File: config.mk
export PLATFORM = sky130hd
export DESIGN_NAME = mv_avg_dual_ch
export DESIGN_NICKNAME = d
export VERILOG_FILES = /design/src/lane_pkg.sv /design/src/sample_pkg.sv /design/src/mv_avg_dual_ch.sv /design/src/sync_fifo.sv
export VERILOG_INCLUDE_DIRS = /design/src
export SDC_FILE = /design/constraint.sdc
export NUM_CORES = 1
export LEC_CHECK = 0
export ABC_AREA = 1
export ABC_CLOCK_PERIOD_IN_PS = 4300
export BUFFER_PORTS_ARGS = -buffer_cell sky130_fd_sc_hd__buf_2
export CAP_MARGIN = 15
export CORE_MARGIN = 10
export CORE_UTILIZATION = 35
export CTS_CLUSTER_SIZE = 8
export DETAILED_ROUTE_END_ITERATION = 10
export SYNTH_ARGS = -nofsm -noshare
export SYNTH_HDL_FRONTEND = slang
export SYNTH_HIERARCHICAL = 1
export SYNTH_SLANG_ARGS = --single-unit
export TNS_END_PERCENT = 20
File: constraint.sdc
create_clock -name clk -period 4.3 [get_ports clk]
set_input_delay 0 -clock clk [delete_from_list [all_inputs] [get_ports clk]]
set_output_delay 0 -clock clk [all_outputs]
set_load 0.02 [all_outputs]
File: src/iq_avg_defs.svh
// Shared width and size macros for the IQ averaging bank, included by packages, RTL and testbench
`ifndef IQ_AVG_DEFS_SVH
`define IQ_AVG_DEFS_SVH

// Width of signed I and of signed Q
`define IQ_DATA_W 16

// Window length is 2**IQ_LOG2_AVG_LEN samples
`define IQ_LOG2_AVG_LEN 5

// Antennas and lanes
`define IQ_NUM_ANT 4
`define IQ_ANT_W 2

// i*i + q*q of two full-scale values needs one bit more than a product
`define IQ_POWER_W (2 * `IQ_DATA_W + 1)

`endif

File: src/lane_pkg.sv
// Lane control and status types used by the averaging lanes and the collector
`include "iq_avg_defs.svh"

package lane_pkg;

    // FILLING until the window holds its full length, then SLIDING
    typedef enum logic {
        LANE_FILLING,
        LANE_SLIDING
    } lane_state_t;

    // One window-full bit per antenna
    typedef struct packed {
        logic [`IQ_NUM_ANT-1:0] win_full;
    } lane_status_t;

endpackage

File: src/sample_pkg.sv
// Sample-path types shared by dispatcher, lanes, collector and testbench
`include "iq_avg_defs.svh"

package sample_pkg;

    // One complex baseband sample
    typedef struct packed {
        logic signed [`IQ_DATA_W-1:0] i;
        logic signed [`IQ_DATA_W-1:0] q;
    } iq_sample_t;

    // Sample with its antenna index, as it enters the bank
    typedef struct packed {
        logic [`IQ_ANT_W-1:0] ant;
        iq_sample_t           iq;
    } tagged_sample_t;

    // Averaged sample leaving the bank
    typedef struct packed {
        logic [`IQ_ANT_W-1:0]   ant;
        iq_sample_t             iq;    // Window average
        logic [`IQ_POWER_W-1:0] power; // Unsigned i*i + q*q
    } avg_result_t;

endpackage

File: src/mv_avg_dual_ch.sv
// One averaging lane, a sliding-window running average of I and Q for one antenna
`include "iq_avg_defs.svh"

module mv_avg_dual_ch (
    input  logic                    clk,
    input  logic                    rstn,
    input  sample_pkg::iq_sample_t  lane_sample,
    input  logic                    lane_valid,
    output sample_pkg::iq_sample_t  avg,
    output logic                    avg_valid,
    output lane_pkg::lane_state_t   state
);

    localparam int DATA_W = `IQ_DATA_W;
    localparam int LOG2_LEN = `IQ_LOG2_AVG_LEN;
    localparam int WIN_LEN = 1 << LOG2_LEN;
    localparam int TOT_W = DATA_W + LOG2_LEN; // Holds the sum of a full window

    sample_pkg::iq_sample_t   head;     // Oldest sample in the window
    logic [LOG2_LEN:0]        fifo_count;
    logic                     pop;
    logic                     valid_d1;
    logic signed [TOT_W-1:0]  tot_i;
    logic signed [TOT_W-1:0]  tot_q;
    logic signed [TOT_W-1:0]  add_i;
    logic signed [TOT_W-1:0]  add_q;
    logic signed [TOT_W-1:0]  sub_i;
    logic signed [TOT_W-1:0]  sub_q;

    sync_fifo #(
        .WIDTH      (2 * DATA_W),
        .DEPTH_LOG2 (LOG2_LEN)
    ) u_window (
        .clk   (clk),
        .rstn  (rstn),
        .wr_en (lane_valid),
        .din   (lane_sample),
        .rd_en (pop),
        .dout  (head),
        .count (fifo_count),
        .empty (),
        .full  ()
    );

    // Once sliding, every new sample pushes the oldest one out
    assign pop = lane_valid && (state == lane_pkg::LANE_SLIDING);

    always_comb begin
        add_i = lane_sample.i; // Sign extends
        add_q = lane_sample.q;
        sub_i = '0;
        sub_q = '0;
        if (pop) begin
            sub_i = head.i;
            sub_q = head.q;
        end
    end

    always_ff @(posedge clk) begin
        if (!rstn) begin
            state     <= lane_pkg::LANE_FILLING;
            tot_i     <= '0;
            tot_q     <= '0;
            valid_d1  <= 1'b0;
            avg_valid <= 1'b0;
        end else begin
            valid_d1  <= lane_valid;
            avg_valid <= valid_d1;
            if (lane_valid) begin
                tot_i <= tot_i + add_i - sub_i;
                tot_q <= tot_q + add_q - sub_q;
                // This write fills the window
                if (state == lane_pkg::LANE_FILLING &&
                    fifo_count == (LOG2_LEN+1)'(WIN_LEN - 1)) begin
                    state <= lane_pkg::LANE_SLIDING;
                end
            end
        end
    end

    // Arithmetic shift by the window exponent, floor division
    always_ff @(posedge clk) begin
        avg.i <= tot_i[TOT_W-1:LOG2_LEN];
        avg.q <= tot_q[TOT_W-1:LOG2_LEN];
    end

endmodule

File: src/sync_fifo.sv
// Register-array synchronous FIFO with first-word fall-through, used as a lane window store
module sync_fifo #(
    parameter int WIDTH      = 32,
    parameter int DEPTH_LOG2 = 5
) (
    input  logic                  clk,
    input  logic                  rstn,
    input  logic                  wr_en,
    input  logic [WIDTH-1:0]      din,
    input  logic                  rd_en,
    output logic [WIDTH-1:0]      dout,
    output logic [DEPTH_LOG2:0]   count,
    output logic                  empty,
    output logic                  full
);

    localparam int DEPTH = 1 << DEPTH_LOG2;

    logic [WIDTH-1:0]      mem [DEPTH];
    logic [DEPTH_LOG2-1:0] wr_ptr;
    logic [DEPTH_LOG2-1:0] rd_ptr;
    logic                  do_wr;
    logic                  do_rd;

    assign empty = (count == '0);
    assign full  = (count == (DEPTH_LOG2+1)'(DEPTH));

    // A full FIFO still takes a write when the head leaves in the same cycle
    assign do_rd = rd_en && !empty;
    assign do_wr = wr_en && (!full || do_rd);

    assign dout = mem[rd_ptr]; // Fall-through head

    always_ff @(posedge clk) begin
        if (do_wr) begin
            mem[wr_ptr] <= din;
        end
    end

    always_ff @(posedge clk) begin
        if (!rstn) begin
            wr_ptr <= '0;
            rd_ptr <= '0;
            count  <= '0;
        end else begin
            if (do_wr) begin
                wr_ptr <= wr_ptr + 1'b1;
            end
            if (do_rd) begin
                rd_ptr <= rd_ptr + 1'b1;
            end
            case ({do_wr, do_rd})
                2'b10:   count <= count + 1'b1;
                2'b01:   count <= count - 1'b1;
                default: count <= count;
            endcase
        end
    end

endmodule

# After elaboration in Yosys (flattened, before gate mapping)
# Memories as Yosys holds them, arrays and structs flattened. A register that Yosys moved wholly into a read port is not among the register bits.
# Index checks and enable logic that the tools add are counted.
# op_classes
bitwise_logic	1
n_mux	7
addsub	8
n_reduce_logical	10
eq_ne	4
# op_table
operator	n
$add 21x16->21	2
$mux 21	2
$sub 21x21->21	2
$pmux 6 s2	1
$add 5x1->5 const B	2
$mux 5	2
$add 6x1->6 const B	1
$eq 6x5->1 const B	1
$eq 6x6->1 const B	1
$logic_not 6->1	1
$sub 6x1->6 const B	1
$logic_and 1x1->1	4
$eq 2x1->1 const B	1
$eq 2x2->1 const B	1
$logic_not 1->1	2
$mux 1	2
$reduce_and 2->1	1
$reduce_bool 2->1	1
$logic_or 1x1->1	1
$not 1->1	1
# totals
wordCells	41
input_bits	35
register_bits	93
mem_count	1
mem_bits_rw	1024
output_inout_bits	34
# memory_table
memory	depth	word_bits	read_ports	rd_clocked_by_memory_dff	write_ports	line_no	source
u_window.mem	32	32	1	1	1	sync_fifo.sv:19	logic [WIDTH-1:0] mem [DEPTH];

# Depth between registers and ports, before layout
# logic_depth
depth_word	7
ltp_mapped	30
ltp_nobuf	27

# Cells and area by module
# The synthesis kept the hierarchy.
# modules_own_cells
module	cells_each	instances	area_per_inst_um2
sync_fifo	3647	1	43012.5
mv_avg_dual_ch	1000	1	6583.8

# Worst setup path after synthesis
# OpenSTA, ideal clock, no wires.
# synth_path
path_type	reg-to-reg
from	register state
to	memory u_window.mem[7][0] (enable)
path_buffers	1
arrival_ps	3224
stages_incl_launch_ff	8
slack_ps	615
path_cell_list	dfxtp_1 nand2_1 inv_1 inv_1 nand4_1 nand2_1 buf_2 nor3_1
# synth_between
elab_chain_cells	6
# synth_lines
item	line_no	source
start: declaration	mv_avg_dual_ch.sv:11	output lane_pkg::lane_state_t state
start signal: assignment	mv_avg_dual_ch.sv:61	state <= lane_pkg::LANE_FILLING;
start signal: assignment	mv_avg_dual_ch.sv:75	state <= lane_pkg::LANE_SLIDING;
$logic_and 1x1->1	mv_avg_dual_ch.sv:46	assign pop = lane_valid && (state == lane_pkg::LANE_SLIDING);
net pop	mv_avg_dual_ch.sv:21	logic pop;
$logic_and 1x1->1	sync_fifo.sv:29	assign do_rd = rd_en && !empty;
$logic_or 1x1->1	sync_fifo.sv:30	assign do_wr = wr_en && (!full || do_rd);
$logic_and 1x1->1	sync_fifo.sv:30	
$mux 1	sync_fifo.sv:35	if (do_wr) begin
$mux 1 (implied by the code)	sync_fifo.sv:36	mem[wr_ptr] <= din;
end: declaration	sync_fifo.sv:19	
# The timed path passes the listed nets, and every way through them passes these cells.

==> out/results.ini <==
[drt]
num_vias = 34662
top_layer_used = met5
drtPass1Iterations = 6
drtIter0Drc = 3474
routed-wl-met3_um = 11440
via_per_inst = 5.106
route.detailed.drc = 0
ant_nets = 0
met1Wirelength_um = 61060
routed-wl-met2_um = 70110
wirelength_um = 147100
wl_per_cell_um = 21.66

[logic_synthesis]
synth_area_per_cell_sq_um = 10.68
ys_warn_count = 6
syn_inst = 4645
syn-num-nets = 4774
synth_area_sq_um = 49590

[die]
initial_core_util = 0.3511
die_x_um = 396.4
die_h_um = 396.4
core_region_area_sq_um = 141200
rows = 138
io_pins = 69
die_area_sq_um = 157100

[placed_design]
placement.io_buffers = 68
placed_cell_area_sq_um = 52480
place_hpwl_um = 84870
gp_congestion = 0.8808
dp_slack_ns = 0.2203

[pwr]
total_power_mw = 26.04
power.switching_mw = 6.312
pwr-share-clk = 0.438
ir_worst_vdd_mv = 0.3369
p_leak_nw = 22.29
comb_power_share = 0.093
seqPwrFrac = 0.469
p_per_area_nw_per_um2 = 453.9
intPower_mw = 19.73
swShare = 0.2424

[critical_path]
crit_fanout = 37
worst_path_most_repeated_cell = nand2_1
start_kind = register
cp-end-kind = register
cp_top_family = simple AND/OR/NAND/NOR gates
critical-path-max-stage-delay_ns = 0.48
worstSetupPathType = register to register
cp_slowest_cell = fa_1
cp_data_required_time_ns = 4.95
worstPathArrival_ns = 4.70
crit_buf_inv = 7

[final_layout]
nets = 4962
ff_latch_area_sq_um = 32730
multi_input_area_sq_um = 14060
utilization = 0.4062
post-route-cell-area_sq_um = 57370
area_growth_syn_to_layout_pct = 15.69
fillers = 13483
drive_above_1_share = 0.1060

[global_route]
antenna_found_initial = 7
grt_pass1_vias = 33284
grt_pass1_wl_um = 217400
grt.total_usage = 0.1819
grt_overflow = 0
grt_max_degree = 103

[timing]
worst_slack_ns = 0.2472
period_needed_ns = 4.053
fmax_mhz = 246.7
drv_slew = 0
setup_viol = 0
post-route-period-util = 0.9425
final_hold_viol_count = 0
worstMarginPinSlew_ns = 0.9567
slew_headroom = 0.3607
grt_setup_unrepaired = true
hold_slack_ns = 0.1390
skew_ns = 0.05882

[clock_tree]
clk_pin_slew_ns = 0.05
cts_inserted_buffers = 159
cts_max_path_buffers = 3
clock_latency_ns = 0.77
clock_sinks = 1122
cts_tree = yes
clockRootBuffer = clkbuf_16
htree_levels = 4

[worst_hold_path]
hold_path.startpoint = lane_sample[7]
hold_class = primary input to register

[run_status]
status = completed

[flow_run]
maxCapViolCount = 0

==> path summary, 6_finish.rpt <==
| kind | endpoint | slack (ns) | cells after the start |
|---|---|---|---|
| worst max-delay path | tot_i[15] | 0.25 | 26 |
| worst max register to register | tot_i[15] | 0.25 | 26 |
| worst min-delay path | u_window/mem[29][7] | 0.14 | 2 |
| worst min register to register | avg[14] | 0.35 | 0 |
==> power by group through the flow <==
| stage | registers (mW) | logic (mW) | clock network, mW |
|---|---|---|---|
| after floorplan | 12.5 | 1.54 | 0 |
| after global placement | 12.4 | 2.35 | 0 |
| after detailed placement | 12.4 | 2.37 | 0 |
| after CTS | 12.2 | 2.42 | 11.5 |
| after global routing | 12.2 | 2.73 | 12.0 |
| final | 12.2 | 2.42 | 11.4 |
==> state kept, by name (all words and copies together) (netlist names), named ones only <==
name             cells
u_window/wr_ptr      5
tot_q               21
avg                 32
state                1
tot_i               21
valid_d1             1
u_window/count       6
avg_valid            1
u_window/rd_ptr      5
u_window/mem      1024
==> placed cells by master, fill, tap and decap left out, types with 4 or more instances in the layout <==
cell,n
a21oi_1,67
a21oi_2,7
buf_12,40
buf_2,68
buf_4,119
clkbuf_1,47
clkbuf_16,161
clkinv_16,5
dfxtp_1,93
dfxtp_4,4
dlygate4sd3_1,34
edfxtp_1,1024
fa_1,41
ha_1,52
inv_1,320
inv_2,8
inv_6,6
nand2_1,1659
nand2_2,30
nand3_1,823
nand3_2,9
nand4_1,6
nor2_1,111
nor2_2,12
nor2_4,31
nor3_1,13
nor3_2,4
o21ai_0,42
o21ai_1,6
o21bai_1,8
xnor2_1,6
xor2_1,19
==> what timing repair did <==
action / 4_1_cts / 5_1_grt
resized for setup: 0 / 7
setup buffers: 0 / 2
hold buffers: 34 / 0
hold endpoints to repair: 1072 / 0
setup endpoints to repair: 0 / 13
==> layer usage <==
| metal | vias to the layer above | GRT usage |
|---|---|---|
| li1 | 15981 | - |
| met1 | 16990 | 0.2421 |
| met2 | 1431 | 0.2993 |
| met3 | 254 | 0.03236 |
| met4 | 6 | 0.05969 |
| met5 | - | 0 |
==> layout make-up <==
type,count,share of cell area
Inverter,332,0.02242
Tap cell,1890,0.04122
Multi-Input combinational cell,2954,0.2451
Clock buffer,208,0.07330
Antenna cell,3,0.0001309
Clock inverter,16,0.004820
Sequential cell,1122,0.5705
Timing Repair Buffer,263,0.04236
Timing Repair inverter,1,0.0001963
==> through the flow <==
| step | setup TNS (ns) | instances |
|---|---|---|
| after floorplan | 0 | 4645 |
| after global placement | 0 | 6525 |
| after detailed placement | 0 | 6525 |
| after CTS | 0 | 6783 |
| after global routing | -0.02954 | 6787 |
| final | 0 | 6789 |
(Power assumes the default switching activity.)
