$ cat config.mk
export PLATFORM = sky130hd
export DESIGN_NAME = sample_dispatch
export DESIGN_NICKNAME = d
export VERILOG_FILES = /design/src/sample_pkg.sv /design/src/sample_dispatch.sv
export VERILOG_INCLUDE_DIRS = /design/src
export SDC_FILE = /design/constraint.sdc
export NUM_CORES = 1
export LEC_CHECK = 0
export BUFFER_PORTS_ARGS = -buffer_cell sky130_fd_sc_hd__buf_2
export CAP_MARGIN = 30
export CORE_ASPECT_RATIO = 0.6
export CORE_UTILIZATION = 30
export DETAILED_ROUTE_END_ITERATION = 12
export SLEW_MARGIN = 25
export SYNTH_ARGS = -nofsm -noshare
export SYNTH_HDL_FRONTEND = slang
export SYNTH_SLANG_ARGS = --single-unit
$ cat constraint.sdc
create_clock -name clk -period 1.2 [get_ports clk]
set_input_delay 0.24 -clock clk [delete_from_list [all_inputs] [get_ports clk]]
set_output_delay 0.24 -clock clk [all_outputs]
set_load 0.02 [all_outputs]
$ cat src/iq_avg_defs.svh
// Shared width and size macros for the IQ averaging bank, included by packages, RTL and testbench
`ifndef IQ_AVG_DEFS_SVH
`define IQ_AVG_DEFS_SVH

// Width of signed I and of signed Q
`define IQ_DATA_W 16

// Window length is 2**IQ_LOG2_AVG_LEN samples
`define IQ_LOG2_AVG_LEN 5

// Antennas and lanes
`define IQ_NUM_ANT 4
`define IQ_ANT_W 2

// i*i + q*q of two full-scale values needs one bit more than a product
`define IQ_POWER_W (2 * `IQ_DATA_W + 1)

`endif

$ cat src/sample_pkg.sv
// Sample-path types shared by dispatcher, lanes, collector and testbench
`include "iq_avg_defs.svh"

package sample_pkg;

    // One complex baseband sample
    typedef struct packed {
        logic signed [`IQ_DATA_W-1:0] i;
        logic signed [`IQ_DATA_W-1:0] q;
    } iq_sample_t;

    // Sample with its antenna index, as it enters the bank
    typedef struct packed {
        logic [`IQ_ANT_W-1:0] ant;
        iq_sample_t           iq;
    } tagged_sample_t;

    // Averaged sample leaving the bank
    typedef struct packed {
        logic [`IQ_ANT_W-1:0]   ant;
        iq_sample_t             iq;    // Window average
        logic [`IQ_POWER_W-1:0] power; // Unsigned i*i + q*q
    } avg_result_t;

endpackage

$ cat src/sample_dispatch.sv
// Registers incoming tagged samples and raises the valid of the addressed lane only
`include "iq_avg_defs.svh"

module sample_dispatch (
    input  logic                       clk,
    input  logic                       rstn,
    input  sample_pkg::tagged_sample_t in_sample,
    input  logic                       in_valid,
    output sample_pkg::iq_sample_t     lane_sample,
    output logic [`IQ_NUM_ANT-1:0]     lane_valid
);

    localparam int NUM_ANT = `IQ_NUM_ANT;

    logic [NUM_ANT-1:0] sel;
    logic               in_range;

    assign in_range = (int'(in_sample.ant) < NUM_ANT);

    always_comb begin
        sel = '0;
        for (int k = 0; k < NUM_ANT; k++) begin
            if (int'(in_sample.ant) == k) begin
                sel[k] = in_valid && in_range;
            end
        end
    end

    always_ff @(posedge clk) begin
        if (!rstn) begin
            lane_valid <= '0;
        end else begin
            lane_valid <= sel; // One-hot or zero
        end
    end

    // Shared by all lanes, only the addressed one takes it
    always_ff @(posedge clk) begin
        if (in_valid) begin
            lane_sample <= in_sample.iq;
        end
    end

endmodule

After elaboration in Yosys (flattened, before gate mapping)
Index checks and enable logic that the tools add are counted.
{"block": "totals", "register_bits": 36, "inputBits": 37, "out_inout_bits": 36, "wordCells": 14}
{"block": "classes", "n_eq_ne": 3, "reduce_logical": 5}
{"op": "AND reduction 2 bit", "n": 4}
{"op": "equality test 2 bit (second input constant)", "n": 2}
{"op": "equality test 2 x 1 -> 1 bit (second input constant)", "n": 1}
{"op": "zero test 2 bit", "n": 1}

Depth between registers and ports, before layout
Gate-level depths: netlist (run 1).
{"block": "depth", "word_depth": 2, "ltp_mapped": 1, "ltp_nobuf": 1}

Worst setup path before layout (run 1)
Ideal clock, no wire load.
{"block": "synth_path", "path_type": "reg2out", "startpoint": "register lane_sample[0] (netlist bit)", "endpoint": "output lane_sample[0] (netlist bit)", "path_stages_with_launch": 1, "path_slack_ns": 0.511, "t_required_ns": 0.960, "path_buffers": 0, "arrival_ns": 0.449, "cell_sequence": "edfxtp_1"}
{"element": "start: declaration", "line": "sample_dispatch.sv:9", "rtl": "output sample_pkg::iq_sample_t lane_sample,"}
{"element": "start signal: assignment", "line": "sample_dispatch.sv:40", "rtl": "lane_sample <= in_sample.iq;"}
No word-level cell between the ends.

Final worst setup path (run 1)
{"block": "layout_path", "startpoint": "register lane_sample[16] (netlist bit)", "endpoint": "output lane_sample[16] (netlist bit)"}
No word-level cell between the ends.

==> metrics.md, run 1 <==
| Metric | Value |
|---|---|
| Row cnt | `16` |
| Fill cell count | `310` |
| Commonest non-fill, non-tap cell in the layout | `buf_2` |
| CP max stage cell | `edfxtp_1` |
| Max stage delay on crit path | `0.39 ns` |
| Max-slew violations | `0` |
| # H-tree levels | `2` |
| Outcome | `completed` |
| Max-cap violations | `0` |
| Hold Vio Cnt, Final | `0` |
| Port bufs | `72` |
| WP buf/inv | `1` |
| First-pass GRT wire length | `2990 um` |
| Unrepaired setup endpoints after global routing | `false` |
| Worst Path Max Fanout | `1` |
| Worst slew margin | `87.7%` |
| Setup Crit Path Kind | `reg -> out` |
| Count of final setup violators | `0` |
| Setup crit end | `lane_sample[16]` |
| Hold crit path type | `in -> reg` |
| # clock sinks | `36` |
| DIE AREA | `0.00387 mm2` |
| Final WS setup | `0.120 ns` |
| Met1 Wirelength | `848 um` |
| Req. time, crit path | `0.96 ns` |
| Die X-Extent | `79.7 um` |
| Vias in the first global route | `673` |
| Core area | `0.00336 mm2` |
| Layout cells sized above 1 | `69.4%` |
| Endpoint class of the critical path | `output port` |
| Synthesis-to-finish area growth | `47.8%` |
| Remaining antenna violation count | `0` |
| Top sig layer | `met4` |
| Area share of the largest cell type after synthesis | `88.5%` |
| Crit path cell chain | `buf_2` |
| Clock transition at path regs | `0.07 ns` |
| I/O pin count | `73` |
| CTS resizes | `0` |
| Total Neg Setup Slack | `0 ns` |
| Crit. Startpoint | `lane_sample[16]` |
| Gate Count Post-Synth | `40` |
| Die H | `48.6 um` |
| Min cycle time layout | `1.08 ns` |
| Gr ovfl total | `0` |
| CTS Buf Count | `5` |
| Part of the cycle the worst path needs | `90.0%` |
| Post-synthesis net count | `77` |
| Metal3 WL | `263 um` |
| CTS tree | `done` |
| Post-CTS Setup Bufs | `0` |
| Wire per inst | `12.1 um` |
| Initial DRC Count | `18` |
| Diode count | `0` |
| Syn Area/Cell | `27.2 um2` |
| Max Clk Rate | `0.926 GHz` |
| Post-synth top area cell | `edfxtp_1` |
| Seq cells post-synth | `36` |
| Synthesized area | `0.00109 mm2` |
| Yosys cell types | `5` |
| Worst path top cell family by delay | `flip-flops` |
| Clock Path Buffers | `2` |
| Detailed Route WL | `2000 um` |
| Met2 WL | `870 um` |
| Cell depth of the worst setup path | `1` |
| Number of synthesis warnings | `0` |
| Final design utilization | `47.7%` |
| GRT Resource Usage Total | `11.3%` |
| P_leak | `0.708 nW` |
| Largest net degree at the start of global routing | `37` |
| PwrDens | `1600 mW/mm2` |
| First-pass DRT Iterations | `2` |
| Via density per instance | `4.07` |
| Sequential area share after synthesis | `95.9%` |
| Initial antenna violation count | `0` |
| Vias | `675` |
| Most frequent cells in the layout | `72 x buf_2, 32 x edfxtp_1, 5 x clkbuf_8, 4 x dfxtp_1` |
| Clk root buf | `clkbuf_8` |
| Drt drc | `0` |
| Layout Nets | `157` |
| Crit start category | `flop` |
| Top cells by area, synth | `edfxtp_1 88%, dfxtp_1 7.4%, and4b_2 2.1%, and4bb_2 1.2%, and4_2 0.92%` |
| Setup WS pre-CTS | `0.300 ns` |
| Slew @ Worst Pin | `0.185 ns` |
| Critical Path AT | `0.84 ns` |
| Cts hold-fix bufs | `0` |
| Peak supply drop | `0.000754 V` |
| Initial core utilization | `32.3%` |
| GP Congestion | `0.622` |
Yosys cell counts:
master and number:
edfxtp_1 32, and4b_2 2, and4bb_2 1, and4_2 1, dfxtp_1 4
stage by stage:
stage | hold slack (ns) | instances | power [mW] | instance area (um2)
after floorplan | 0.339 | 40 | 1.64 | 1090
after global placement | 0.416 | 158 | 1.80 | 1520
after detailed placement | 0.418 | 158 | 1.81 | 1520
after CTS | 0.120 | 166 | 2.61 | 1610
after global routing | 0.109 | 166 | 2.70 | 1610
final | 0.134 | 166 | 2.57 | 1610
power by group:
group,switching [mW],internal [mW]
sequential,0.0198,1.46
clock,0.404,0.394
combinational,0.185,0.109
state kept, by name, indices dropped and copies added, names as in the netlist:
name and count:
lane_sample 32, lane_valid 4
kinds of logic after synthesis:
logic type	count (synthesis)	synth area share, %
flip-flops	36	95.9
AND/OR/NAND/NOR	4	4.15
worst min-delay path by stage:
stage | startpoint | depth (start not counted) | to | slack, ns
after floorplan | in_sample[0] | 0 | lane_sample[0] | 0.34
after global placement | in_sample[31] | 1 | lane_sample[31] | 0.42
after detailed placement | in_sample[20] | 1 | lane_sample[20] | 0.42
after CTS | in_sample[20] | 1 | lane_sample[20] | 0.12
after global routing | in_sample[13] | 1 | lane_sample[13] | 0.11
final | in_sample[20] | 1 | lane_sample[20] | 0.13
metal layers:
layer	track usage (%)	vias to the layer above
li1	-	322
met1	11.8	308
met2	17.1	43
met3	7.92	2
met4	5.45	0
met5	0	-
layout make-up:
class | count | area (um2) | area share [%]
Clock inverter | 3 | 13.8 | 0.857
Multi-Input combinational cell | 4 | 45.0 | 2.81
Sequential cell | 36 | 1040 | 64.8
Timing Repair Buffer | 73 | 380 | 23.7
Clock buffer | 5 | 68.8 | 4.29
Tap cell | 45 | 56.3 | 3.51
Power figures use the tool's default switching activity.
==> run 2, diff against run 1 <==
--- a/config.mk
+++ b/config.mk
@@ -11,6 +11,7 @@
 export CORE_ASPECT_RATIO = 0.6
 export CORE_UTILIZATION = 30
 export DETAILED_ROUTE_END_ITERATION = 12
+export GPL_TIMING_DRIVEN = 0
 export SLEW_MARGIN = 25
 export SYNTH_ARGS = -nofsm -noshare
 export SYNTH_HDL_FRONTEND = slang
==> constraint.sdc (replaced) <==
create_clock -name clk -period 1.2 [get_ports clk]
set_input_delay 0.12 -clock clk [delete_from_list [all_inputs] [get_ports clk]]
set_output_delay 0.12 -clock clk [all_outputs]
set_load 0.02 [all_outputs]
==> metrics.md, run 2 (synthesis results as in run 1) <==
| Metric | Value |
|---|---|
| Outcome | `completed` |
| Comb pwr share | `11.9%` |
| Vias | `685` |
| Endpoint class of the critical path | `output port` |
| Post-CTS Setup Bufs | `0` |
| Port bufs | `72` |
| Cts hold-fix bufs | `0` |
| Part of the power in the clock network | `30.7%` |
| Top reg by flops | `lane_sample` |
| Clk root buf | `clkbuf_8` |
| Remaining antenna violation count | `0` |
| Largest net degree at the start of global routing | `37` |
| Hold crit path type | `in -> reg` |
| Crit path cell chain | `buf_2` |
| First-pass GRT wire length | `2990 um` |
| Synthesis-to-finish area growth | `53.2%` |
| Peak supply drop | `0.000835 V` |
| Worst path top cell family by delay | `flip-flops` |
| Sequential share of power | `57.4%` |
| CTS Buf Count | `5` |
| I/O pin count | `73` |
| Max-slew violations | `0` |
| Largest registers | `lane_sample: 32 flops, lane_valid: 4 flops` |
| Max FFs per register | `32` |
| Hold Crit Start | `in_sample[1]` |
| Core area | `0.00336 mm2` |
| Setup Crit Path Kind | `reg -> out` |
| Vias in the first global route | `680` |
| First-pass DRT Iterations | `4` |
| Fill cell count | `306` |
| Diode count | `0` |
| Slew @ Worst Pin | `0.727 ns` |
| Req. time, crit path | `1.08 ns` |
| Row cnt | `16` |
| Die X-Extent | `79.7 um` |
| Total Neg Setup Slack | `0 ns` |
| # clock sinks | `36` |
| GRT Resource Usage Total | `11.2%` |
| Via density per instance | `3.96` |
| Hold Path Cell Cnt | `1` |
| Layout cells sized above 1 | `64.1%` |
| Final WS setup | `0.247 ns` |
| Crit start category | `flop` |
| Commonest non-fill, non-tap cell in the layout | `buf_2` |
| Max stage delay on crit path | `0.38 ns` |
| Worst slew margin | `51.5%` |
| Unrepaired setup endpoints after global routing | `false` |
| Drt drc | `0` |
| Min cycle time layout | `0.953 ns` |
| Dpl hpwl | `1400 um` |
| Switching pwr | `0.592 mW` |
| Critical Path AT | `0.83 ns` |
| Count of final setup violators | `0` |
| Setup WS pre-CTS | `0.100 ns` |
| Hold EP | `lane_sample[1]` |
| GP Congestion | `0.631` |
| PwrDens | `1550 mW/mm2` |
| P_leak | `0.729 nW` |
| Clock transition at path regs | `0.07 ns` |
| Hold Vio Cnt, Final | `0` |
| Clock Path Buffers | `2` |
| Layout Nets | `164` |
| Wire per inst | `11.7 um` |
| WP buf/inv | `1` |
| Detailed Route WL | `2030 um` |
| Gr ovfl total | `0` |
| Part of the cycle the worst path needs | `79.4%` |
| Die H | `48.6 um` |
| CTS resizes | `0` |
| Worst Path Max Fanout | `1` |
| Max-cap violations | `0` |
| CP max stage cell | `edfxtp_1` |
| Initial DRC Count | `12` |
| # H-tree levels | `2` |
| Int Pwr | `1.99 mW` |
| Switching share of power | `22.9%` |
| DIE AREA | `0.00387 mm2` |
| Most frequent cells in the layout | `72 x buf_2, 32 x edfxtp_1, 8 x dlygate4sd3_1, 5 x clkbuf_8, 4 x dfxtp_1` |
| Initial antenna violation count | `0` |
| Initial core utilization | `32.3%` |
| Max Clk Rate | `1.05 GHz` |
| CTS tree | `done` |
-- run 2: stage by stage --
stage	cells	power [mW]	instance area [um2]	hold slack, ns	util [%]
after global routing	173	2.69	1660	-0.00205	49.5
after floorplan	40	1.64	1090	0.219	-
final	173	2.58	1660	0.0122	49.5
after CTS	165	2.60	1580	0.00126	47.1
after detailed placement	157	1.80	1500	0.298	44.7
after global placement	157	1.79	1500	0.297	44.7
-- run 2: layout make-up --
cell class	count	area [um2]	share of cell area, %
flip-flops and latches	36	1040	62.6
repair buffers	80	440	26.5
clock buffers	7	76.3	4.59
well taps	45	56.3	3.38
multi-input cells	4	45.0	2.71
clock inverters	1	5.00	0.301
-- run 2: per-layer routing --
layer	vias to the layer above	routed length (um)	track usage, %
met5	-	0	0
met2	46	859	17.2
met4	0	51	7.27
met3	6	313	8.87
met1	299	801	10.2
li1	334	-	-
-- run 2: worst max-delay path by stage --
stage,from,end,slack [ns],cells past startpoint
global route,lane_sample[31],lane_sample[31],0.20,1
detailed placement,in_valid,lane_valid[1],0.10,2
CTS,lane_sample[15],lane_sample[15],0.25,1
floorplan,lane_sample[0],lane_sample[0],0.63,0
global placement,in_valid,lane_valid[1],0.13,2
finish,lane_sample[31],lane_sample[31],0.25,1
-- run 2: power groups by stage --
| stage | clock network, mW | registers (mW) | logic, mW |
|---|---|---|---|
| floorplan | 0 | 1.64 | 0.00451 |
| CTS | 0.826 | 1.48 | 0.291 |
| detailed placement | 0 | 1.51 | 0.290 |
| global placement | 0 | 1.51 | 0.285 |
| global route | 0.870 | 1.49 | 0.329 |
| finish | 0.793 | 1.48 | 0.307 |
