`src/iq_avg_defs.svh`:
```
// Shared width and size macros for the IQ averaging bank, included by packages, RTL and testbench
`ifndef IQ_AVG_DEFS_SVH
`define IQ_AVG_DEFS_SVH

// Width of signed I and of signed Q
`define IQ_DATA_W 16

// Window length is 2**IQ_LOG2_AVG_LEN samples
`define IQ_LOG2_AVG_LEN 5

// Antennas and lanes
`define IQ_NUM_ANT 4
`define IQ_ANT_W 2

// i*i + q*q of two full-scale values needs one bit more than a product
`define IQ_POWER_W (2 * `IQ_DATA_W + 1)

`endif

```
`src/lane_pkg.sv`:
```
// Lane control and status types used by the averaging lanes and the collector
`include "iq_avg_defs.svh"

package lane_pkg;

    // FILLING until the window holds its full length, then SLIDING
    typedef enum logic {
        LANE_FILLING,
        LANE_SLIDING
    } lane_state_t;

    // One window-full bit per antenna
    typedef struct packed {
        logic [`IQ_NUM_ANT-1:0] win_full;
    } lane_status_t;

endpackage

```
`src/sample_pkg.sv`:
```
// Sample-path types shared by dispatcher, lanes, collector and testbench
`include "iq_avg_defs.svh"

package sample_pkg;

    // One complex baseband sample
    typedef struct packed {
        logic signed [`IQ_DATA_W-1:0] i;
        logic signed [`IQ_DATA_W-1:0] q;
    } iq_sample_t;

    // Sample with its antenna index, as it enters the bank
    typedef struct packed {
        logic [`IQ_ANT_W-1:0] ant;
        iq_sample_t           iq;
    } tagged_sample_t;

    // Averaged sample leaving the bank
    typedef struct packed {
        logic [`IQ_ANT_W-1:0]   ant;
        iq_sample_t             iq;    // Window average
        logic [`IQ_POWER_W-1:0] power; // Unsigned i*i + q*q
    } avg_result_t;

endpackage

```
`src/avg_collector.sv`:
```
// Merges lane averages into one tagged result stream with power and gathers window-full flags
`include "iq_avg_defs.svh"

module avg_collector (
    input  logic                     clk,
    input  logic                     rstn,
    input  sample_pkg::iq_sample_t   lane_avg [`IQ_NUM_ANT],
    input  logic [`IQ_NUM_ANT-1:0]   lane_avg_valid,
    input  lane_pkg::lane_state_t    lane_state [`IQ_NUM_ANT],
    output sample_pkg::avg_result_t  out_result,
    output logic                     out_valid,
    output lane_pkg::lane_status_t   lane_status
);

    localparam int NUM_ANT = `IQ_NUM_ANT;
    localparam int ANT_W = `IQ_ANT_W;
    localparam int DATA_W = `IQ_DATA_W;
    localparam int POWER_W = `IQ_POWER_W;

    logic [ANT_W-1:0]          sel_ant;
    sample_pkg::iq_sample_t    sel_iq;
    logic signed [2*DATA_W-1:0] i_sq;
    logic signed [2*DATA_W-1:0] q_sq;
    logic [POWER_W-1:0]        power;
    logic [NUM_ANT-1:0]        full_mask;

    // Lane latencies are equal, so at most one valid is high
    always_comb begin
        sel_ant = '0;
        sel_iq  = '0;
        for (int k = 0; k < NUM_ANT; k++) begin
            if (lane_avg_valid[k]) begin
                sel_ant = ANT_W'(k);
                sel_iq  = lane_avg[k];
            end
        end
    end

    assign i_sq  = sel_iq.i * sel_iq.i; // Never negative
    assign q_sq  = sel_iq.q * sel_iq.q;
    assign power = {1'b0, i_sq} + {1'b0, q_sq};

    always_comb begin
        for (int k = 0; k < NUM_ANT; k++) begin
            full_mask[k] = (lane_state[k] == lane_pkg::LANE_SLIDING);
        end
    end

    always_ff @(posedge clk) begin
        if (!rstn) begin
            out_valid   <= 1'b0;
            lane_status <= '0;
        end else begin
            out_valid            <= |lane_avg_valid;
            lane_status.win_full <= full_mask;
        end
    end

    always_ff @(posedge clk) begin
        out_result.ant   <= sel_ant;
        out_result.iq    <= sel_iq;
        out_result.power <= power;
    end

endmodule

```
`config.mk`:
```
export PLATFORM = sky130hd
export DESIGN_NAME = avg_collector
export DESIGN_NICKNAME = d
export VERILOG_FILES = /design/src/lane_pkg.sv /design/src/sample_pkg.sv /design/src/avg_collector.sv
export VERILOG_INCLUDE_DIRS = /design/src
export SDC_FILE = /design/constraint.sdc
export NUM_CORES = 1
export LEC_CHECK = 0
export BUFFER_PORTS_ARGS = -buffer_cell sky130_fd_sc_hd__buf_2
export CAP_MARGIN = 10
export CORE_ASPECT_RATIO = 1.4
export CORE_UTILIZATION = 67
export CTS_CLUSTER_SIZE = 30
export DETAILED_ROUTE_END_ITERATION = 10
export PLACE_DENSITY = 0.89
export SLEW_MARGIN = 25
export SYNTH_ARGS = -nofsm -noshare
export SYNTH_HDL_FRONTEND = slang
export SYNTH_SLANG_ARGS = --single-unit
```
`constraint.sdc`:
```
create_clock -name clk -period 25.4 [get_ports clk]
set_input_delay 2.54 -clock clk [delete_from_list [all_inputs] [get_ports clk]]
set_output_delay 2.54 -clock clk [all_outputs]
set_load 0.01 [all_outputs]
```
After elaboration in Yosys (flattened, before gate mapping)
Cells that the tools add are included.
{"block": "totals", "wordCells": 18, "register_bits": 72}
{"block": "op_classes", "mul": 2, "muxes": 6, "add_sub_neg": 1, "n_reduce_logical": 2}
{"operator": "$mux 32", "n": 4}
{"operator": "$mul 16x16->32", "n": 2}
{"operator": "$add 32x32->33", "n": 1}
{"operator": "$reduce_or 4->1", "n": 1}
{"operator": "$mux 1", "n": 2}
{"operator": "$reduce_or 2->1", "n": 1}

Depth between registers and ports, before layout
Gate-level depths: netlist (run 1).
{"block": "logic_depth", "word_depth": 6, "ltp_mapped": 39, "depth_no_buf": 37}

Least setup slack after synthesis (run 1)
No wires, ideal clock.
{"block": "synth_path", "path_kind": "input to register", "startpoint": "in lane_avg_valid[1]", "endpoint": "reg out_result[28] (netlist name)", "arrival_time_ns": 10.496, "setup_ns": 0.072, "slack_ns": 14.832, "stages": 36, "n_path_buf": 4, "path_cell_list": "clkbuf_1 > nor2b_1 > buf_2 > nand2_1 > a31o_2 > inv_1 > clkbuf_1 > nand2_1 > fa_1 > fa_1 > fa_1 > inv_1 > fa_1 > fa_1 > inv_1 > fa_1 > inv_1 > ha_1 > nand2_1 > nor2_1 > a211oi_1 > a21boi_0 > o21ai_0 > a21boi_0 > or4b_1 > nand3_1 > ha_1 > clkbuf_1 > and4_1 > nand3_1 > nor2_1 > a32oi_1 > o21ai_1 > a311o_1 > a21oi_1 > xnor2_1"}
{"element": "start, declared", "line_no": "avg_collector.sv:8", "rtl": "input logic [`IQ_NUM_ANT-1:0] lane_avg_valid,"}
{"element": "end, declared", "line_no": "avg_collector.sv:10", "rtl": "output sample_pkg::avg_result_t out_result,"}

==> metrics, run 1 <==
Yosys cell types 70; Max Cap Viol 0; DR vias/cell 5.86; crit start category primary input; Worst slew margin 32.2%; clk buf depth 2; num ports 210; share of cells above drive strength 1 11.1%; hold slack 2380 ps; CP most frequent cell fa_1; critical-path maximum fanout 32; core area 0.0315 sq mm; Syn Area/Cell 8.89 sq um; Hold Crit Class primary input to flop; Core Util, Final 73.6%; endpoints failing hold 0; Pins Over Slew Limit 0; Top FF cell, synth dfxtp_1; Slew @ Worst Pin 1010 ps; Crit. End Element flop; Die ar. 0.0327 sq mm; remaining global-route overflow 0; Layout Nets 3,391; Die Width 153 um; Async S/R FF share, synth 0%; # hold bufs at CTS 0; Net Count, Synth 3,217; Via Count 17,500; RSZ-0062 raised after global routing false; critical path data arrival time 12,810 ps; fillcell total 2,195; Gate Count Post-Synth 2,408; mapped cell area 0.0214 sq mm; Die Ht 213 um; Crit path largest cell delay 940 ps; # rows 77; CTS tree done; Initial Utilization 67.9%; final setup fails 0; Final TNS setup 0 ps; DRC violations left 0; first-pass GRT wire length 93.1 mm; largest cells by area after synthesis fa_1 (45%), inv_1 (12%), ha_1 (11%); GPL Wtd Cong 1.06; routed len/inst 19.6 um; Cells after DPL 2,966; area delta synth->final 8.29%; Synth area leader fa_1; PostCTS Resize Cnt 0; Fmax 79.8 MHz; status complete, no violations; vias in the first global route 18,800; top-area cell type share of the netlist area 44.5%; htree depth 3; WP buf/inv 7; Tcrit/Tclk final 49.3%; GR Util All Layers 37.2%; initial DRC count 1,348; Setup CP Type primary input to flop; # Post-CTS Setup Buffers 0; Yosys Warn Count 0; Yosys reg bits 72; Root Driver clkbuf_16; CP max stage cell nand2_2; Seq/Total Area, Yosys 6.73%; number of synthesized flops with an enable pin 0; DPL Wire Length 49.5 mm; Clock Sinks 72; Num CTS Buffers 9; Pre-antenna DRT Iters 6; Non-Filler Instances 2,984; largest net degree at the start of global routing 37; fin crit period 12,530 ps; Antenna Nets Post-Route 0; antenna violations before repair 1; Port Buf Inserts 209; Critical Path RT 25,680 ps; routed wire length 58.4 mm; Clock transition at path regs 70 ps; delay-heaviest family, CP adder cells
## final cells by class
cell class                 instances  area, sq um  share of cell area, %
multi-input combinational       1599        17200                   74.2
inverter                         675         2530                   10.9
sequential                        72         1440                   6.22
timing repair buffer             225         1170                   5.03
tap                              395          494                   2.13
clock buffer                       9          225                  0.972
clock inverter                     7          120                  0.518
antenna                            2         5.00                 0.0216
## metrics by stage
step	instance area (sq um)	worst slack (ps)
floorplan	21400	14830
global placement	22800	13100
detailed placement	22800	12710
CTS	23200	13020
global route	23200	12370
finish	23200	12870
## cells in the final DEF, fill, tap and decap left out, drive strengths merged, types with 10 or more instances in the layout
| cell | instances |
|---|---|
| a21oi | 58 |
| dfxtp | 72 |
| xnor2 | 70 |
| nor2 | 157 |
| a211oi | 13 |
| buf | 225 |
| a31oi | 25 |
| a31o | 24 |
| fa | 476 |
| o211ai | 11 |
| nand3 | 20 |
| and3 | 15 |
| o21bai | 11 |
| xor2 | 26 |
| nor2b | 12 |
| nand2 | 256 |
| o22ai | 31 |
| nor3 | 18 |
| and2 | 10 |
| ha | 195 |
| inv | 671 |
| o21ai | 45 |
| a21o | 38 |
## flip-flops by register name, summed over array words and instances (netlist names)
| name | flops |
|---|---|
| out_result | 67 |
| lane_status | 4 |
| out_valid | 1 |
## final timing paths
check	cells after the start	endpoint	start	slack (ps)
setup / recovery	35	out_result[32]	lane_avg_valid[3]	12870
hold / removal	2	lane_status[2]	lane_state[1]	2380
## logic make-up after synthesis
family,after synthesis,share of synthesized area [%]
buf+inv,737,13.0
flops,72,6.73
compound gates,301,9.73
simple gates,527,10.5
xor+xnor,96,3.93
fa+ha+maj,671,55.9
mux,4,0.199
## metal layers
metal	vias up	global-route usage [%]	part of all wire [%]
met2	936	66.1	52
met4	2	28.2	7.9
met3	318	7.19	7.6
met1	8574	39.5	32
met5	-	0	0.017
li1	7650	-	-
## cells in the mapped netlist (9+ instances only)
master      n
a31oi_1    22
nor2_1    157
o21ai_0    41
nand3_1    20
xnor2_1    70
o211ai_1   11
a21o_1     38
nor3_1     18
o22ai_1    31
inv_1     671
xor2_1     26
a211oi_1   13
o21bai_1    9
o21a_1      9
and3_1     15
nor2b_1    12
and2_1      9
ha_1      195
a21oi_1    57
dfxtp_1    72
fa_1      476
clkbuf_1   51
nand2_1   256
a31o_2     24
Power of run 1 is left out: the tool's default activity adds up to more than one toggle a clock period on the data nets, which glitch-free logic cannot reach.
==> run 2: changes to the inputs <==
--- a/config.mk
+++ b/config.mk
@@ -9,10 +9,10 @@
 export BUFFER_PORTS_ARGS = -buffer_cell sky130_fd_sc_hd__buf_2
 export CAP_MARGIN = 10
 export CORE_ASPECT_RATIO = 1.4
-export CORE_UTILIZATION = 67
+export CORE_UTILIZATION = 57
 export CTS_CLUSTER_SIZE = 30
 export DETAILED_ROUTE_END_ITERATION = 10
-export PLACE_DENSITY = 0.89
+export PLACE_DENSITY = 0.8
 export SLEW_MARGIN = 25
 export SYNTH_ARGS = -nofsm -noshare
 export SYNTH_HDL_FRONTEND = slang
==> constraint.sdc (replaced) <==
create_clock -name clk -period 10.6 [get_ports clk]
set_input_delay 1.06 -clock clk [delete_from_list [all_inputs] [get_ports clk]]
set_output_delay 1.06 -clock clk [all_outputs]
set_load 0.01 [all_outputs]
==> run 2 against run 1 <==
The flow now finishes with violations (DRC). Non-clock buffer count increased by 14. Hold slack got worse by 1500 ps. Critical path depth decreased by 2.
==> metrics, run 2 (synthesized netlist as in run 1, its figures left out) <==
Port Buf Inserts 209 (unchanged); routed wire length 58.0 mm (-0.67%); Initial Utilization 58.1% (-9.9 points); Setup CP Type primary input to flop; PostCTS Resize Cnt 0 (unchanged); routed len/inst 18.9 um (-3.4%); DR vias/cell 5.47 (-6.5%); # Post-CTS Setup Buffers 0 (unchanged); Final TNS setup 0 ps (unchanged); clk buf depth 2 (unchanged); Reg area 0.00144 sq mm (unchanged); # rows 83 (+7.8%); GR Util All Layers 31.7% (-5.6 points); initial DRC count 1,037 (-23%); Root Driver clkbuf_16; CP most frequent cell fa_1; DRC violations left 14 (+14); Via Count 16,800 (-3.9%); Die ar. 0.0383 sq mm (+17%); Largest regs out_result x67, lane_status x4, out_valid x1; most common cell after layout, fill and taps aside inv_1; Slew @ Worst Pin 772 ps (-239 ps); critical path data arrival time 10,260 ps (-2550 ps); Clock Sinks 72 (unchanged); Tcrit/Tclk final 93.9%; Die Width 166 um (+8.3%); vias in the first global route 18,500 (-1.4%); Pre-antenna DRT Iters 9 (+3); fin crit period 9950 ps; antenna violations before repair 1 (unchanged); GPL Wtd Cong 0.994 (-5.8%); largest net degree at the start of global routing 36 (-2.7%); status complete, but fails checks; htree depth 3 (unchanged); failing checks DRC; critical-path maximum fanout 17 (-47%); Top reg by flops out_result; final setup fails 0 (unchanged); Crit. End Element flop; Num CTS Buffers 9 (unchanged); commonest cells after routing, fill and taps aside inv_1 (671), fa_1 (476), nand2_1 (256); RSZ-0062 raised after global routing false; Die Ht 231 um (+8.3%); Max Cap Viol 0 (unchanged); Critical Path RT 10,910 ps (-14,770 ps); remaining global-route overflow 0 (unchanged); Crit path largest cell delay 590 ps (-350 ps); Clock transition at path regs 70 ps (about the same); core area 0.0369 sq mm (+17%); Pins Over Slew Limit 0 (unchanged); Hold Crit Class primary input to flop; CTS tree done; crit start category primary input; share of cells above drive strength 1 11.6% (+0.48 points); endpoints failing hold 0 (unchanged); Fmax 100 MHz; num ports 210 (unchanged); DPL Wire Length 50.3 mm (+1.8%); first-pass GRT wire length 93.6 mm (+0.51%); CP max stage cell o31ai_1; max reg flops 67 (unchanged); Antenna Nets Post-Route 0 (unchanged); Layout Nets 3,405 (+0.41%); # hold bufs at CTS 0 (unchanged); multi-input logic area 0.0172 sq mm (about the same); fillcell total 3,109 (+42%); area delta synth->final 9.01%; Worst slew margin 48.3% (+16 points)
run 2: cell types whose count changed in the layout (fill, tap and decap cells not counted), sizes merged:
| cell | previous run | this run |
|---|---|---|
| buf | 225 | 239 |
| diode | 2 | 1 |
| inv | 671 | 675 |
| clkinv | 7 | 5 |
| bufinv | 3 | 1 |
run 2: layout make-up:
| class | count | area share (%) |
|---|---|---|
| diodes | 1 | 0.0107 |
| clock buffers | 9 | 0.965 |
| clock inverters | 7 | 0.332 |
| inverters | 675 | 10.9 |
| multi-input cells | 1599 | 73.7 |
| flip-flops and latches | 72 | 6.18 |
| well taps | 467 | 2.50 |
| repair buffers | 239 | 5.45 |
run 2: worst paths after layout:
kind,start,endpoint,slack [ps],depth (start not counted)
max,lane_avg_valid[3],out_result[31],650,33
min,lane_state[0],lane_status[3],890,2
run 2: per-layer routing:
metal  global-route usage, %  wire length (um)
met1                    35.8             20900
met2                    58.4             30600
met3                    2.66              2670
met4                    19.4              3740
met5                       0                 0
run 2: stage by stage:
| step | instances | utilization, % | cell area [sq um] | hold slack [ps] | worst slack [ps] |
|---|---|---|---|---|---|
| global placement | 3052 | 62.5 | 23000 | 1270 | 485 |
| finish | 3069 | 63.3 | 23300 | 885 | 647 |
| detailed placement | 3052 | 62.5 | 23000 | 1270 | 343 |
| floorplan | 2408 | - | 21400 | 1150 | 1510 |
| global route | 3069 | 63.3 | 23300 | 885 | 190 |
| CTS | 3068 | 63.3 | 23300 | 871 | 718 |
run 2: worst max-delay path: cells and delay by family:
kind | cells | cell delay (ps)
buffers and inverters | 7 | 1080
AND/OR/NAND/NOR | 6 | 1740
AO/OA/AOI/OAI | 9 | 2240
adder cells (fa/ha/maj) | 8 | 3620
XOR/XNOR | 3 | 500
Power of run 2 is left out for the same reason.
